<file path="config.mk">
export PLATFORM = sky130hd
export DESIGN_NAME = rs_operand_bypass
export DESIGN_NICKNAME = d
export VERILOG_FILES = /design/src/design/rs_pkg.sv /design/src/design/rs_operand_bypass.sv
export VERILOG_INCLUDE_DIRS = /design/src /design/src/design
export SDC_FILE = /design/constraint.sdc
export NUM_CORES = 1
export LEC_CHECK = 0
export BUFFER_PORTS_ARGS = -buffer_cell sky130_fd_sc_hd__buf_2
export CORE_AREA = 5 5 287 289
export DETAILED_ROUTE_END_ITERATION = 8
export DIE_AREA = 0 0 292 294
export PLACE_DENSITY = 0.3
export SLEW_MARGIN = 20
export SYNTH_ARGS = -nofsm -noshare
export SYNTH_HDL_FRONTEND = slang
export SYNTH_SLANG_ARGS = --single-unit
</file>
<file path="constraint.sdc">
create_clock -name vclk -period 2.6
set_clock_uncertainty 0.05 [all_clocks]
set_input_delay 0.26 -clock vclk [all_inputs]
set_output_delay 0.26 -clock vclk [all_outputs]
set_load 0.02 [all_outputs]
</file>
<file path="src/design/rs_params.svh">
`ifndef RS_PARAMS_SVH
`define RS_PARAMS_SVH

//////////////////////////////////////////////////
// station sizing
//////////////////////////////////////////////////

`define RS_SIZE      8   // number of entries
`define PRF_SIZE     64  // physical registers, tag is log2 of this
`define ROB_SIZE     16  // rob index carries one extra bit for the thread
`define DATA_WIDTH   64

//////////////////////////////////////////////////
// functional unit ports
//////////////////////////////////////////////////

`define NUM_FU       6   // mult 0/1, adder 2/3, memory 4/5
`define FU_PER_CLASS 2

`endif

</file>
<file path="src/design/rs_pkg.sv">
`include "rs_params.svh"

package rs_pkg;

	typedef logic [`DATA_WIDTH-1:0]         word_t;
	typedef logic [$clog2(`PRF_SIZE)-1:0]   tag_t;
	typedef logic [$clog2(`ROB_SIZE):0]     rob_idx_t;  // msb set means thread 2
	typedef logic [$clog2(`RS_SIZE)-1:0]    rs_idx_t;

	typedef enum logic [1:0] {
		FU_MULT   = 2'd0,
		FU_ADDER  = 2'd1,
		FU_MEMORY = 2'd2
	} fu_class_t;

	typedef enum logic [4:0] {
		ALU_DEFAULT = 5'h00,
		ALU_ADDQ, ALU_SUBQ, ALU_AND, ALU_BIC, ALU_BIS, ALU_ORNOT, ALU_XOR,
		ALU_EQV, ALU_SRL, ALU_SLL, ALU_SRA, ALU_MULQ,
		ALU_CMPEQ, ALU_CMPLT, ALU_CMPLE, ALU_CMPULT, ALU_CMPULE
	} alu_func_t;

	// when valid is low the low bits of value hold the producer tag
	typedef struct packed {
		word_t value;
		logic  valid;
	} operand_t;

	typedef struct packed {
		logic      load;
		tag_t      dest;
		operand_t  opa;
		operand_t  opb;
		rob_idx_t  rob_idx;
		alu_func_t alu_func;
		fu_class_t fu_class;
	} dispatch_t;

	typedef struct packed {
		word_t value;
		tag_t  tag;
		logic  valid;
	} cdb_t;

	typedef struct packed {
		word_t     opa;
		word_t     opb;
		tag_t      dest;
		rob_idx_t  rob_idx;
		alu_func_t alu_func;
	} issue_t;

	// tag match against both result buses, cdb1 has priority
	function automatic operand_t cdb_capture(operand_t op, cdb_t c1, cdb_t c2);
		operand_t res;
		res = op;
		if (!op.valid) begin
			if (c1.valid && c1.tag == op.value[$bits(tag_t)-1:0]) begin
				res.value = c1.value;
				res.valid = 1'b1;
			end else if (c2.valid && c2.tag == op.value[$bits(tag_t)-1:0]) begin
				res.value = c2.value;
				res.valid = 1'b1;
			end
		end
		return res;
	endfunction

endpackage

</file>
<file path="src/design/rs_operand_bypass.sv">
`timescale 1ns/1ps

module rs_operand_bypass (
	input  rs_pkg::dispatch_t inst1,  // from rename
	input  rs_pkg::dispatch_t inst2,
	input  rs_pkg::cdb_t      cdb1,
	input  rs_pkg::cdb_t      cdb2,
	output rs_pkg::dispatch_t fwd1,   // operands patched with same-cycle results
	output rs_pkg::dispatch_t fwd2
);
	import rs_pkg::*;

	//////////////////////////////////////////////////
	// same-cycle forwarding
	//////////////////////////////////////////////////

	// a producer broadcasting in the dispatch cycle would otherwise be missed,
	// since the entry only starts snooping after it is written
	always_comb begin
		fwd1     = inst1;
		fwd1.opa = cdb_capture(inst1.opa, cdb1, cdb2);
		fwd1.opb = cdb_capture(inst1.opb, cdb1, cdb2);
	end

	always_comb begin
		fwd2     = inst2;
		fwd2.opa = cdb_capture(inst2.opa, cdb1, cdb2);
		fwd2.opb = cdb_capture(inst2.opb, cdb1, cdb2);
	end

endmodule

</file>
Yosys cells after proc, flatten, opt, wreduce, memory -nomap -nowiden

Index checks and enable logic that the tools add are counted.

Input port bits: 440
Register bits: 0
Logic and storage cells: 28
Output and inout bits: 298

Reductions and logical operators: 8
Multiplexer cells: 12
Equality and inequality tests: 8

Operators with widths:

| operator            | count |
|---|---|
| two-way mux 65 bit  | 12 |
| equality test 6 bit | 8 |
| logical AND 1 bit   | 8 |

Logic depth before layout (Yosys ltp)

Depth in word-level cells: 5
Depth in mapped cells: 8
Mapped depth without buffers: 5

Worst setup path after synthesis

No wires, ideal clock.

Kind: input port to output port
From: input cdb2[6] in the netlist's numbering
To: output fwd1[14] in the netlist's numbering
Data required time: 2,290 ps
Cell stages on the path: 6
Buffers on the path: 1
Data arrival time: 1,927 ps
Setup slack: 363 ps
Cell sequence: buf_2 xnor2_1 nand4_1 nor4_1 nor2_1 o311ai_0

RTL lines:

| what            | line                   | text |
|---|---|---|
| start, declared | rs_operand_bypass.sv:7 | `input rs_pkg::cdb_t cdb2,` |
| end, declared   | rs_operand_bypass.sv:8 | `output rs_pkg::dispatch_t fwd1,` |

==> results.toml <==
[status]
outcome = "complete, but fails checks"
violations = "negative setup slack"

[synthesis]
yosys.area.top_type = "a221o_1"
ys_warn_count = 0
ys_seq_area_share_pct = 0
synth_area_um2 = 5590
ys_top_cells_by_area = "a221o_1 34%, nor2_1 13%, a22oi_1 8.3%"
yosys.area.top_type_share_pct = 34.0
syn_nets = 1317
yosys-top-cells-count = "197 x nor2_1, 190 x a221o_1, 73 x nand2_1, 66 x inv_1, 62 x a22oi_1"
yosysMostFrequentCell = "nor2_1"
avgSynthCellArea_um2 = 6.37
syn_inst = 877
ys_types = 43

[route]
vias = 10500
drt_wl_total_um = 62500
routed_via_density = 4.01
drc_errors = 0
firstDrtPassIters = 7
ant_nets = 0
wl_per_cell_um = 24.0
drt_iter0_drc = 643

[critical_path]
path_max_fanout = 35
cp-end-kind = "primary output"
crit_type = "in -> out"
critPathLaunchType = "primary input"
worstPathArrival_ps = 2340
cp.required_ps = 2290

[power_and_ir_drop]
clockPowerShare_pct = 0
p_comb_share_pct = 100.0
sw_frac_of_total_pct = 56.8
seqPwrFrac_pct = 0
vdd_ir_drop_max_mv = 0.0607
power.switching_mw = 1.05
p_int_mw = 0.796
power_density_nw_per_um2 = 155
power.leakage_nw = 5.44

[timing]
fmax_mhz = 378
finalHoldViolCount = 0
rsz0062_at_grt = "yes"
worstMarginPinSlew_ps = 639
holdWs_ps = 470
tns_ps = -370
setup_ws_ps = -46.2
setup_viol = 23
drv_slew = 0
min_period_over_period_pct = 102
slew_headroom_pct = 57.4
period_minus_slack_ps = 2650

[grt]
grt_max_degree = 37
overflow = 0
grt_usage_pct = 13.0
grt_pass1_wl_um = 82300
antenna_found_initial = 10
grt_pass1_vias = 10900

[die]
core_area_um2 = 79600
num_io_pins = 738
design.die.area_um2 = 85800
start_util_pct = 7.02
die_h_um = 294
rows = 104
die_w_um = 292

[hold_path]
holdCritPathClass = "in -> out"

[finish]
area_growth_pct = 112
layout-drive-gt1-share_pct = 56.1
seq_area_um2 = 0
clkbuf_count = 0
final_cells = 2610
postLayoutCoreUtil_pct = 14.9
seq_cells = 0
fillCellCount = 9394
multi_input_area_um2 = 4970
nets = 1990

[placement]
portBuffers = 662
place_inst = 2574
gp_congestion = 0.906
dp.final_hpwl_um = 48400

[run]
drv_cap = 0

[clocking]
cts_hold_buf = 0
[metrics by stage]
step | setup WS [ps] | power [mW] | area (um2)
final | -46.2 | 1.84 | 11900
after global routing | -80.1 | 1.95 | 11800
after CTS | -64.4 | 1.80 | 11400
after detailed placement | -434 | 1.70 | 10500
after global placement | -463 | 1.72 | 10500
after floorplan | 363 | 0.853 | 5590
[layer usage]
metal | up-vias | wire length (um) | part of all wire, % | track usage (%)
met1 | 4991 | 24900 | 40 | 15.6
met4 | 2 | 2320 | 3.7 | 3.76
li1 | 4633 | - | - | -
met2 | 716 | 30700 | 49 | 23.6
met5 | - | 13 | 0.021 | 0
met3 | 129 | 4680 | 7.5 | 2.25
[cell type report]
class	instances	area share (%)
Timing Repair Buffer	799	44.7
Multi-Input combinational cell	683	41.9
Tap cell	1060	11.2
Inverter	66	2.09
Antenna cell	2	0.0422
[critical path: stages]
cell and delay, ps:
buf_2 130, buf_4 160, xnor2_1 150, buf_4 130, and4_4 220, nand4_1 160, o22a_4 300, buf_12 170
a221o_1 430, buf_6 160
[cells by family (layout without fill, tap and decap cells)]
logic type,count (synthesis),after routing,synth area share [%]
other,0,2,0
AND/OR/NAND/NOR,307,307,22.8
buffers and inverters,194,865,18.6
XOR/XNOR,47,47,7.37
AO/OA/AOI/OAI,329,329,51.3
[power by group through the flow]
stage / sequential (mW) / clock (mW) / combinational, mW
detailed placement: 0 / 0 / 1.70
global route: 0 / 0 / 1.95
finish: 0 / 0.000000105 / 1.84
floorplan: 0 / 0 / 0.853
global placement: 0 / 0 / 1.72
CTS: 0 / 0 / 1.80
[final timing paths]
kind	slack, ps	end	start	cells after the start
max	-50	fwd2[57]	cdb2[1]	10
min	470	fwd1[145]	inst1[145]	0
[layout by cell type, fill, tap and decap left out, types with 5 or more instances in the layout]
cell type	instances
a221o_1	190
a22oi_1	48
a22oi_2	14
buf_12	28
buf_16	8
buf_2	585
buf_4	130
buf_6	38
buf_8	6
inv_1	66
nand2_1	72
nand2b_1	5
nand4_1	5
nor2_1	195
o21ai_0	25
o21ai_1	27
o21ai_2	11
xnor2_1	13
xnor2_2	11
xor2_1	13
xor2_2	5
[repair_timing]
item / CTS / global route
gates resized for setup: 110 / 116
setup endpoints to repair: 236 / 225
buffers inserted: 21 / 4
gates cloned: 8 / 3
pin swaps: 41 / 42
(Power assumes the default switching activity.)
