**src/design/rs_params.svh**
```systemverilog
`ifndef RS_PARAMS_SVH
`define RS_PARAMS_SVH

//////////////////////////////////////////////////
// station sizing
//////////////////////////////////////////////////

`define RS_SIZE      8   // number of entries
`define PRF_SIZE     64  // physical registers, tag is log2 of this
`define ROB_SIZE     16  // rob index carries one extra bit for the thread
`define DATA_WIDTH   64

//////////////////////////////////////////////////
// functional unit ports
//////////////////////////////////////////////////

`define NUM_FU       6   // mult 0/1, adder 2/3, memory 4/5
`define FU_PER_CLASS 2

`endif

```
**src/design/rs_pkg.sv**
```systemverilog
`include "rs_params.svh"

package rs_pkg;

	typedef logic [`DATA_WIDTH-1:0]         word_t;
	typedef logic [$clog2(`PRF_SIZE)-1:0]   tag_t;
	typedef logic [$clog2(`ROB_SIZE):0]     rob_idx_t;  // msb set means thread 2
	typedef logic [$clog2(`RS_SIZE)-1:0]    rs_idx_t;

	typedef enum logic [1:0] {
		FU_MULT   = 2'd0,
		FU_ADDER  = 2'd1,
		FU_MEMORY = 2'd2
	} fu_class_t;

	typedef enum logic [4:0] {
		ALU_DEFAULT = 5'h00,
		ALU_ADDQ, ALU_SUBQ, ALU_AND, ALU_BIC, ALU_BIS, ALU_ORNOT, ALU_XOR,
		ALU_EQV, ALU_SRL, ALU_SLL, ALU_SRA, ALU_MULQ,
		ALU_CMPEQ, ALU_CMPLT, ALU_CMPLE, ALU_CMPULT, ALU_CMPULE
	} alu_func_t;

	// when valid is low the low bits of value hold the producer tag
	typedef struct packed {
		word_t value;
		logic  valid;
	} operand_t;

	typedef struct packed {
		logic      load;
		tag_t      dest;
		operand_t  opa;
		operand_t  opb;
		rob_idx_t  rob_idx;
		alu_func_t alu_func;
		fu_class_t fu_class;
	} dispatch_t;

	typedef struct packed {
		word_t value;
		tag_t  tag;
		logic  valid;
	} cdb_t;

	typedef struct packed {
		word_t     opa;
		word_t     opb;
		tag_t      dest;
		rob_idx_t  rob_idx;
		alu_func_t alu_func;
	} issue_t;

	// tag match against both result buses, cdb1 has priority
	function automatic operand_t cdb_capture(operand_t op, cdb_t c1, cdb_t c2);
		operand_t res;
		res = op;
		if (!op.valid) begin
			if (c1.valid && c1.tag == op.value[$bits(tag_t)-1:0]) begin
				res.value = c1.value;
				res.valid = 1'b1;
			end else if (c2.valid && c2.tag == op.value[$bits(tag_t)-1:0]) begin
				res.value = c2.value;
				res.valid = 1'b1;
			end
		end
		return res;
	endfunction

endpackage

```
**src/design/rs_control.sv**
```systemverilog
`timescale 1ns/1ps
`include "rs_params.svh"

module rs_control (
	input                                       clk,
	input                                       rst,
	input                                       inst1_load,
	input                                       inst2_load,
	input  [`RS_SIZE-1:0]                       busy,
	input  [`RS_SIZE-1:0]                       ready,
	input  rs_pkg::fu_class_t [`RS_SIZE-1:0]    ent_class,
	input  rs_pkg::rob_idx_t [`RS_SIZE-1:0]     ent_rob_idx,
	input  [`NUM_FU-1:0]                        fu_available,
	input                                       branch_taken_t1,
	input                                       branch_taken_t2,
	output logic [`RS_SIZE-1:0]                 alloc1,
	output logic [`RS_SIZE-1:0]                 alloc2,
	output logic [`RS_SIZE-1:0]                 issue_clear,
	output rs_pkg::rs_idx_t [`NUM_FU-1:0]       issue_sel,
	output logic [`NUM_FU-1:0]                  fu_valid,
	output logic [`RS_SIZE-1:0]                 flush_clear,
	output logic                                rs_full
);
	import rs_pkg::*;

	logic [`RS_SIZE-1:0]              free_first;
	logic [`RS_SIZE-1:0]              free_second;
	logic [`NUM_FU-1:0][`RS_SIZE-1:0] port_pick;  // one-hot entry per port

	// isolate lowest set bit
	function automatic logic [`RS_SIZE-1:0] lowest_one(input logic [`RS_SIZE-1:0] v);
		return v & (~v + 1'b1);
	endfunction

	function automatic rs_idx_t onehot_to_idx(input logic [`RS_SIZE-1:0] v);
		rs_idx_t idx;
		idx = '0;
		for (int i = 0; i < `RS_SIZE; i++)
			if (v[i])
				idx = rs_idx_t'(i);
		return idx;
	endfunction

	//////////////////////////////////////////////////
	// allocation
	//////////////////////////////////////////////////

	assign free_first  = lowest_one(~busy);
	assign free_second = lowest_one(~busy & ~free_first);

	// inst2 never loads alone, and needs a second free slot
	assign alloc1  = inst1_load ? free_first : '0;
	assign alloc2  = (inst1_load && inst2_load) ? free_second : '0;
	assign rs_full = &busy;

	//////////////////////////////////////////////////
	// issue select over two ports per class
	//////////////////////////////////////////////////

	always_comb begin
		logic [`RS_SIZE-1:0] cand;
		logic [`RS_SIZE-1:0] first;
		logic [`RS_SIZE-1:0] second;
		int                  lo;
		port_pick = '0;
		for (int c = 0; c < `NUM_FU / `FU_PER_CLASS; c++) begin
			lo = c * `FU_PER_CLASS;
			for (int i = 0; i < `RS_SIZE; i++)
				cand[i] = ready[i] && (ent_class[i] == fu_class_t'(c));
			first  = lowest_one(cand);
			second = lowest_one(cand & ~first);
			if (fu_available[lo]) begin
				port_pick[lo] = first;
				if (fu_available[lo+1])
					port_pick[lo+1] = second;
			end else if (fu_available[lo+1]) begin
				port_pick[lo+1] = first;  // oldest slot goes high while the lower port is busy
			end
		end
	end

	always_comb begin
		issue_clear = '0;
		for (int p = 0; p < `NUM_FU; p++) begin
			fu_valid[p]  = |port_pick[p];
			issue_sel[p] = onehot_to_idx(port_pick[p]);
			issue_clear  = issue_clear | port_pick[p];
		end
	end

	//////////////////////////////////////////////////
	// thread flush
	//////////////////////////////////////////////////

	always_comb begin
		for (int i = 0; i < `RS_SIZE; i++)
			flush_clear[i] = busy[i] && (ent_rob_idx[i][$clog2(`ROB_SIZE)] ?
				branch_taken_t2 : branch_taken_t1);
	end

	// a shared entry would leave fewer clear bits than valid ports
	a_one_port_per_entry: assert property (@(posedge clk) disable iff (rst)
		$countones(issue_clear) == $countones(fu_valid));

endmodule

```
**config.mk**
```make
export PLATFORM = sky130hd
export DESIGN_NAME = rs_control
export DESIGN_NICKNAME = d
export VERILOG_FILES = /design/src/design/rs_pkg.sv /design/src/design/rs_control.sv
export VERILOG_INCLUDE_DIRS = /design/src /design/src/design
export SDC_FILE = /design/constraint.sdc
export NUM_CORES = 1
export LEC_CHECK = 0
export BUFFER_PORTS_ARGS = -buffer_cell sky130_fd_sc_hd__buf_4
export CAP_MARGIN = 20
export CORE_MARGIN = 2
export CORE_UTILIZATION = 33
export DETAILED_ROUTE_END_ITERATION = 8
export GPL_ROUTABILITY_DRIVEN = 0
export SYNTH_ARGS = -nofsm -noshare
export SYNTH_HDL_FRONTEND = slang
export SYNTH_SLANG_ARGS = --single-unit
```
**constraint.sdc**
```tcl
create_clock -name vclk -period 2.5
set_input_delay 0.25 -clock vclk [all_inputs]
set_output_delay 0.25 -clock vclk [all_outputs]
set_load 0.05 [all_outputs]
```
# After elaboration in Yosys (flattened, before gate mapping)
# Index checks and enable logic that the tools add are counted.
[word_totals]
ff_bits = 0
in_bits = 84
out_inout_bits = 57
wordCells = 166
[op_classes]
add_sub_neg = 8
n_eq_ne = 16
mux = 64
bitwise = 30
n_reduce_logical = 48
[ops]
columns = ["cell", "count"]
rows = [
  ["2-to-1 mux 8 bit", 14],
  ["2-to-1 mux 3 bit", 36],
  ["NOT 8 bit", 13],
  ["AND 8 bit", 12],
  ["adder 8 x 1 -> 8 bit (second input constant)", 8],
  ["OR reduction 8 bit", 6],
  ["bitwise OR 8 bit", 5],
  ["logical AND 1 bit", 33],
  ["equality test 2 x 1 -> 1 bit (second input constant)", 8],
  ["equality test 2 bit (second input constant)", 8],
  ["logical NOT 2 bit", 8],
  ["2-to-1 mux 1 bit", 14],
  ["AND reduction 8 bit", 1],
]

# Logic depth before layout (Yosys ltp)
[depth]
word_depth = 19
depth_mapped = 8
depth_no_buf = 6

# Least setup slack after synthesis
# OpenSTA, ideal clock, no wires.
[synth_path]
kind = "input to output"
startpoint = "input busy[1]"
endpoint = "output alloc2[3]"
arrival_ns = 3.005
t_required_ns = 2.250
setup_slack_ns = -0.755
path_stages = 3
path_buffers = 1
path_cell_list = "buf_2 > xnor2_1 > a2111oi_0"
[synth_between]
elab_chain_cells = 10
[synth_lines]
columns = ["item", "line", "rtl"]
rows = [
  ["start, declared", "rs_control.sv:9", "input [`RS_SIZE-1:0] busy,"],
  ["NOT 8 bit (*)", "rs_control.sv:48, rs_control.sv:49", ""],
  ["NOT 8 bit", "rs_control.sv:32", "return v & (~v + 1'b1);"],
  ["adder 8 x 1 -> 8 bit", "rs_control.sv:32", ""],
  ["AND 8 bit", "rs_control.sv:32", ""],
  ["NOT 8 bit", "rs_control.sv:49", "assign free_second = lowest_one(~busy & ~free_first);"],
  ["AND 8 bit (*)", "rs_control.sv:49", ""],
  ["NOT 8 bit", "rs_control.sv:32", ""],
  ["adder 8 x 1 -> 8 bit", "rs_control.sv:32", ""],
  ["AND 8 bit (*)", "rs_control.sv:32", ""],
  ["2-to-1 mux 8 bit (*)", "rs_control.sv:53", "assign alloc2 = (inst1_load && inst2_load) ? free_second : '0;"],
  ["end, declared", "rs_control.sv:17", "output logic [`RS_SIZE-1:0] alloc2,"],
]
# Every way passes the cells marked *; elsewhere a longest branch is shown, timed or not.

# Worst setup path in the final report
[layout_path]
startpoint = "input ent_class[7] (netlist bit)"
endpoint = "output issue_clear[7]"
[layout_between]
elab_chain_cells = 17
word_cells_on_any_way = 47
classes_between = "add/sub (6); eq/ne (2); mux (12); bitwise (23); reduce/logical (4)"
[layout_lines]
columns = ["item", "line", "rtl"]
rows = [
  ["start, declared", "rs_control.sv:11", "input rs_pkg::fu_class_t [`RS_SIZE-1:0] ent_class,"],
  ["logical NOT 2 bit", "rs_control.sv:69", "cand[i] = ready[i] && (ent_class[i] == fu_class_t'(c));"],
  ["logical AND 1 bit", "rs_control.sv:69", ""],
  ["NOT 8 bit", "rs_control.sv:32", ""],
  ["adder 8 x 1 -> 8 bit", "rs_control.sv:32", ""],
  ["AND 8 bit", "rs_control.sv:32", ""],
  ["NOT 8 bit", "rs_control.sv:71", "second = lowest_one(cand & ~first);"],
  ["AND 8 bit", "rs_control.sv:71", ""],
  ["NOT 8 bit", "rs_control.sv:32", ""],
  ["adder 8 x 1 -> 8 bit", "rs_control.sv:32", ""],
  ["AND 8 bit", "rs_control.sv:32", ""],
  ["2-to-1 mux 8 bit", "rs_control.sv:74", "if (fu_available[lo+1])"],
  ["2-to-1 mux 8 bit", "rs_control.sv:72", "if (fu_available[lo]) begin"],
  ["bitwise OR 8 bit (4 in series)", "rs_control.sv:87", "issue_clear = issue_clear | port_pick[p];"],
  ["bitwise OR 8 bit (*)", "rs_control.sv:87", ""],
  ["end, declared", "rs_control.sv:18", "output logic [`RS_SIZE-1:0] issue_clear,"],
]
# Marks and branches as above.

==> impl_metrics.csv <==
group,metric,value,unit
die,ioPinCount,141,
logic_synthesis,synth_compound_area_share,27.1,%
placed_design,dp_hpwl,6710,um
logic_synthesis,synth_xor_area_share,3.57,%
power,switching_share,64.1,%
finish,final_common_cell,"buf_4",
finish,drive_above_1_share,32.7,%
global_route,first_global_vias,2702,
timing,fin_crit,2.44,ns
power,comb_power_share,100.0,%
setup_path,crit_path_frequent_cell,"buf_4",
logic_synthesis,synth_mux_area_share,5.04,%
drt,viasPerCell,5.74,
global_route,antenna_found_initial,0,
power,pwr-share-seq,0,%
global_route,grt_max_degree,20,
finish,clock_buffers,0,
die,die_h,85.8,um
clock_tree,cts-hold-fix-buffers,0,
logic_synthesis,syn_area,0.00221,mm^2
timing,drv_slew,0,
setup_path,worstPathMaxFanout,8,
timing,hold_viol,0,
placed_design,io_buffers,106,
die,coreArea,0.00642,mm^2
timing,setup_violations,0,
logic_synthesis,yosysWarnings,0,
finish,stdcell_area,0.00311,mm^2
finish,fin_nets,535,
logic_synthesis,synth_top_family_by_area,"simple AND/OR/NAND/NOR gates",
setup_path,crit_chain,"buf_4, and3b_2, or4_4, nor2_8, nand3_1, and3_1, nand4_1, buf_4",
logic_synthesis,synthAdderAreaFrac,2.72,%
logic_synthesis,synth_seq_area_share,0,%
drt,wl_per_cell,15.4,um
finish,final_cell_mix,"buf_4, nand2_1, nor2_1, o21ai_0",
drt,dr.pass1.iters,9,
timing,fmax,410,MHz
power,total_power,751,uW
timing,period_share,97.5,%
finish,fin_cells,526,
power,powerDensity,241,mW/mm^2
global_route,grt_overflow,0,
global_route,grt.total_usage,20.3,%
setup_path,cp-end-kind,"output pin",
power,leakage,1.43,nW
die,start_util,34.4,%
logic_synthesis,synthCells,353,
finish,postLayoutCoreUtil,48.5,%
placed_design,place_inst,526,
setup_path,arrival,2.19,ns
drt,postRouteWirelength,8120,um
power,p_int,270,uW
setup_path,critical_path_class,"primary input to output pin",
finish,area_growth_syn_to_layout,41.0,%
timing,rsz0062_at_grt,"no",
setup_path,startpoint_type,"primary input",
finish,seq_cells,0,
status,status,"finished, violations left",
drt,drt_iter0_drc,145,
power,clockPowerShare,0,%
die,dieArea,0.00736,mm^2
drt,drcViolationCount,8,
setup_path,cpMaxStageDelayCell,"or4_4",
drt,vias,3019,
global_route,grt_pass1_wl,12800,um
logic_synthesis,synthesis.nets,437,
finish,num_antenna_cells,0,
power,ir_drop,0.126,mV
logic_synthesis,synth_simple_gate_area_share,55.0,%
placed_design,post_dp_cell_area,0.00310,mm^2
status,violations,"design-rule violations",
setup_path,critPathMaxStageDelay,0.66,ns
setup_path,critPathRequiredTime,2.25,ns
power,p_switching,481,uW
setup_path,crit_path_end,"issue_clear[7]",
setup_path,critPathLaunch,"ent_class[7]",
die,core.rowCount,29,
logic_synthesis,yosysUniqueCellTypes,62,
logic_synthesis,avgSynthCellArea,6.26,um^2
flow_run,max-cap-violations,0,
worst_hold_path,hp-class,"primary input to output pin",
die,die_x,85.8,um
finish,seqCellArea,0,um^2
drt,ant_nets,0,
[cells in the mapped netlist, types with 2 or more instances]
cell / number / area (um^2)
nand2_1: 41 / 154
nor2_1: 37 / 139
o21ai_0: 21 / 105
a21oi_1: 19 / 95.1
nand3_1: 18 / 90.1
nor3_1: 18 / 90.1
nand3b_1: 14 / 105
nand4_1: 13 / 81.3
clkbuf_1: 12 / 45.0
nor2b_1: 12 / 75.1
and3b_1: 11 / 96.3
mux2i_1: 10 / 100
nor3b_1: 10 / 75.1
xnor2_1: 9 / 78.8
a211oi_1: 7 / 52.6
buf_2: 7 / 35.0
and2_1: 6 / 37.5
maj3_1: 6 / 60.1
a21o_1: 5 / 37.5
a22oi_1: 5 / 37.5
o211ai_1: 5 / 37.5
o21ai_1: 5 / 25.0
or3b_2: 5 / 43.8
a31oi_1: 3 / 18.8
buf_4: 3 / 22.5
inv_1: 3 / 11.3
nand2b_1: 3 / 18.8
nor3b_2: 3 / 37.5
and3_1: 2 / 12.5
buf_6: 2 / 22.5
nand4b_1: 2 / 17.5
nor4_4: 2 / 42.5
nor4b_1: 2 / 17.5
o22ai_1: 2 / 12.5
o32ai_1: 2 / 17.5
o41ai_1: 2 / 17.5
[cells by family (layout without fill, tap and decap cells)]
group	count (synthesis)	after routing
XOR/XNOR	9	9
other	1	1
multiplexers	11	11
AO/OA/AOI/OAI	91	91
AND/OR/NAND/NOR	207	207
buffers and inverters	28	124
adder cells (fa/ha/maj)	6	6
[stage by stage]
step	hold WS [ns]	setup TNS [ns]	setup WS, ns
detailed placement	0.824	0	0.0563
floorplan	0.602	-0.0969	-0.0969
CTS	0.826	0	0.0476
finish	0.826	0	0.0628
global placement	0.822	0	0.0824
global route	0.838	0	0.00866
[critical path: cells and delay by family]
kind	cells	cell delay, ns
and+or+nand+nor	6	1.61
buffers and inverters	2	0.33
[power by group through the flow]
stage / clock network, mW / logic, mW / registers (mW)
6_report: 0 / 0.751 / 0
5_1_grt: 0 / 0.802 / 0
4_1_cts: 0 / 0.746 / 0
3_5_place_dp: 0 / 0.744 / 0
3_3_place_gp: 0 / 0.739 / 0
2_1_floorplan: 0 / 0.504 / 0
[final cells by class]
type	count	area, um^2
Fill cell	674	3310
Multi-Input combinational cell	325	2100
Tap cell	77	96.3
Inverter	3	11.3
Timing Repair Buffer	121	908
[layer usage]
layer  wire (um)  global-route usage, %  vias up
met3         566                   1.54        9
met4          70                   2.02        0
met1        3740                   29.1     1377
met5           0                      0        -
met2        3740                   34.2      109
li1            -                      -     1524
[how the worst min path moves through the flow]
stage	end	cells after the start	start	slack, ns
3_5_place_dp	alloc2[7]	3	busy[7]	0.82
3_3_place_gp	alloc2[7]	3	busy[7]	0.82
4_1_cts	alloc2[7]	3	busy[7]	0.83
6_report	alloc2[7]	3	busy[7]	0.83
5_1_grt	alloc2[3]	3	busy[3]	0.84
2_1_floorplan	alloc2[7]	1	busy[7]	0.60
[repair_timing]
item / CTS / global route
gates resized for setup: 0 / 6
buffers inserted: 0 / 0
endpoints found under the setup margin: 0 / 3
(Power assumes the default switching activity.)
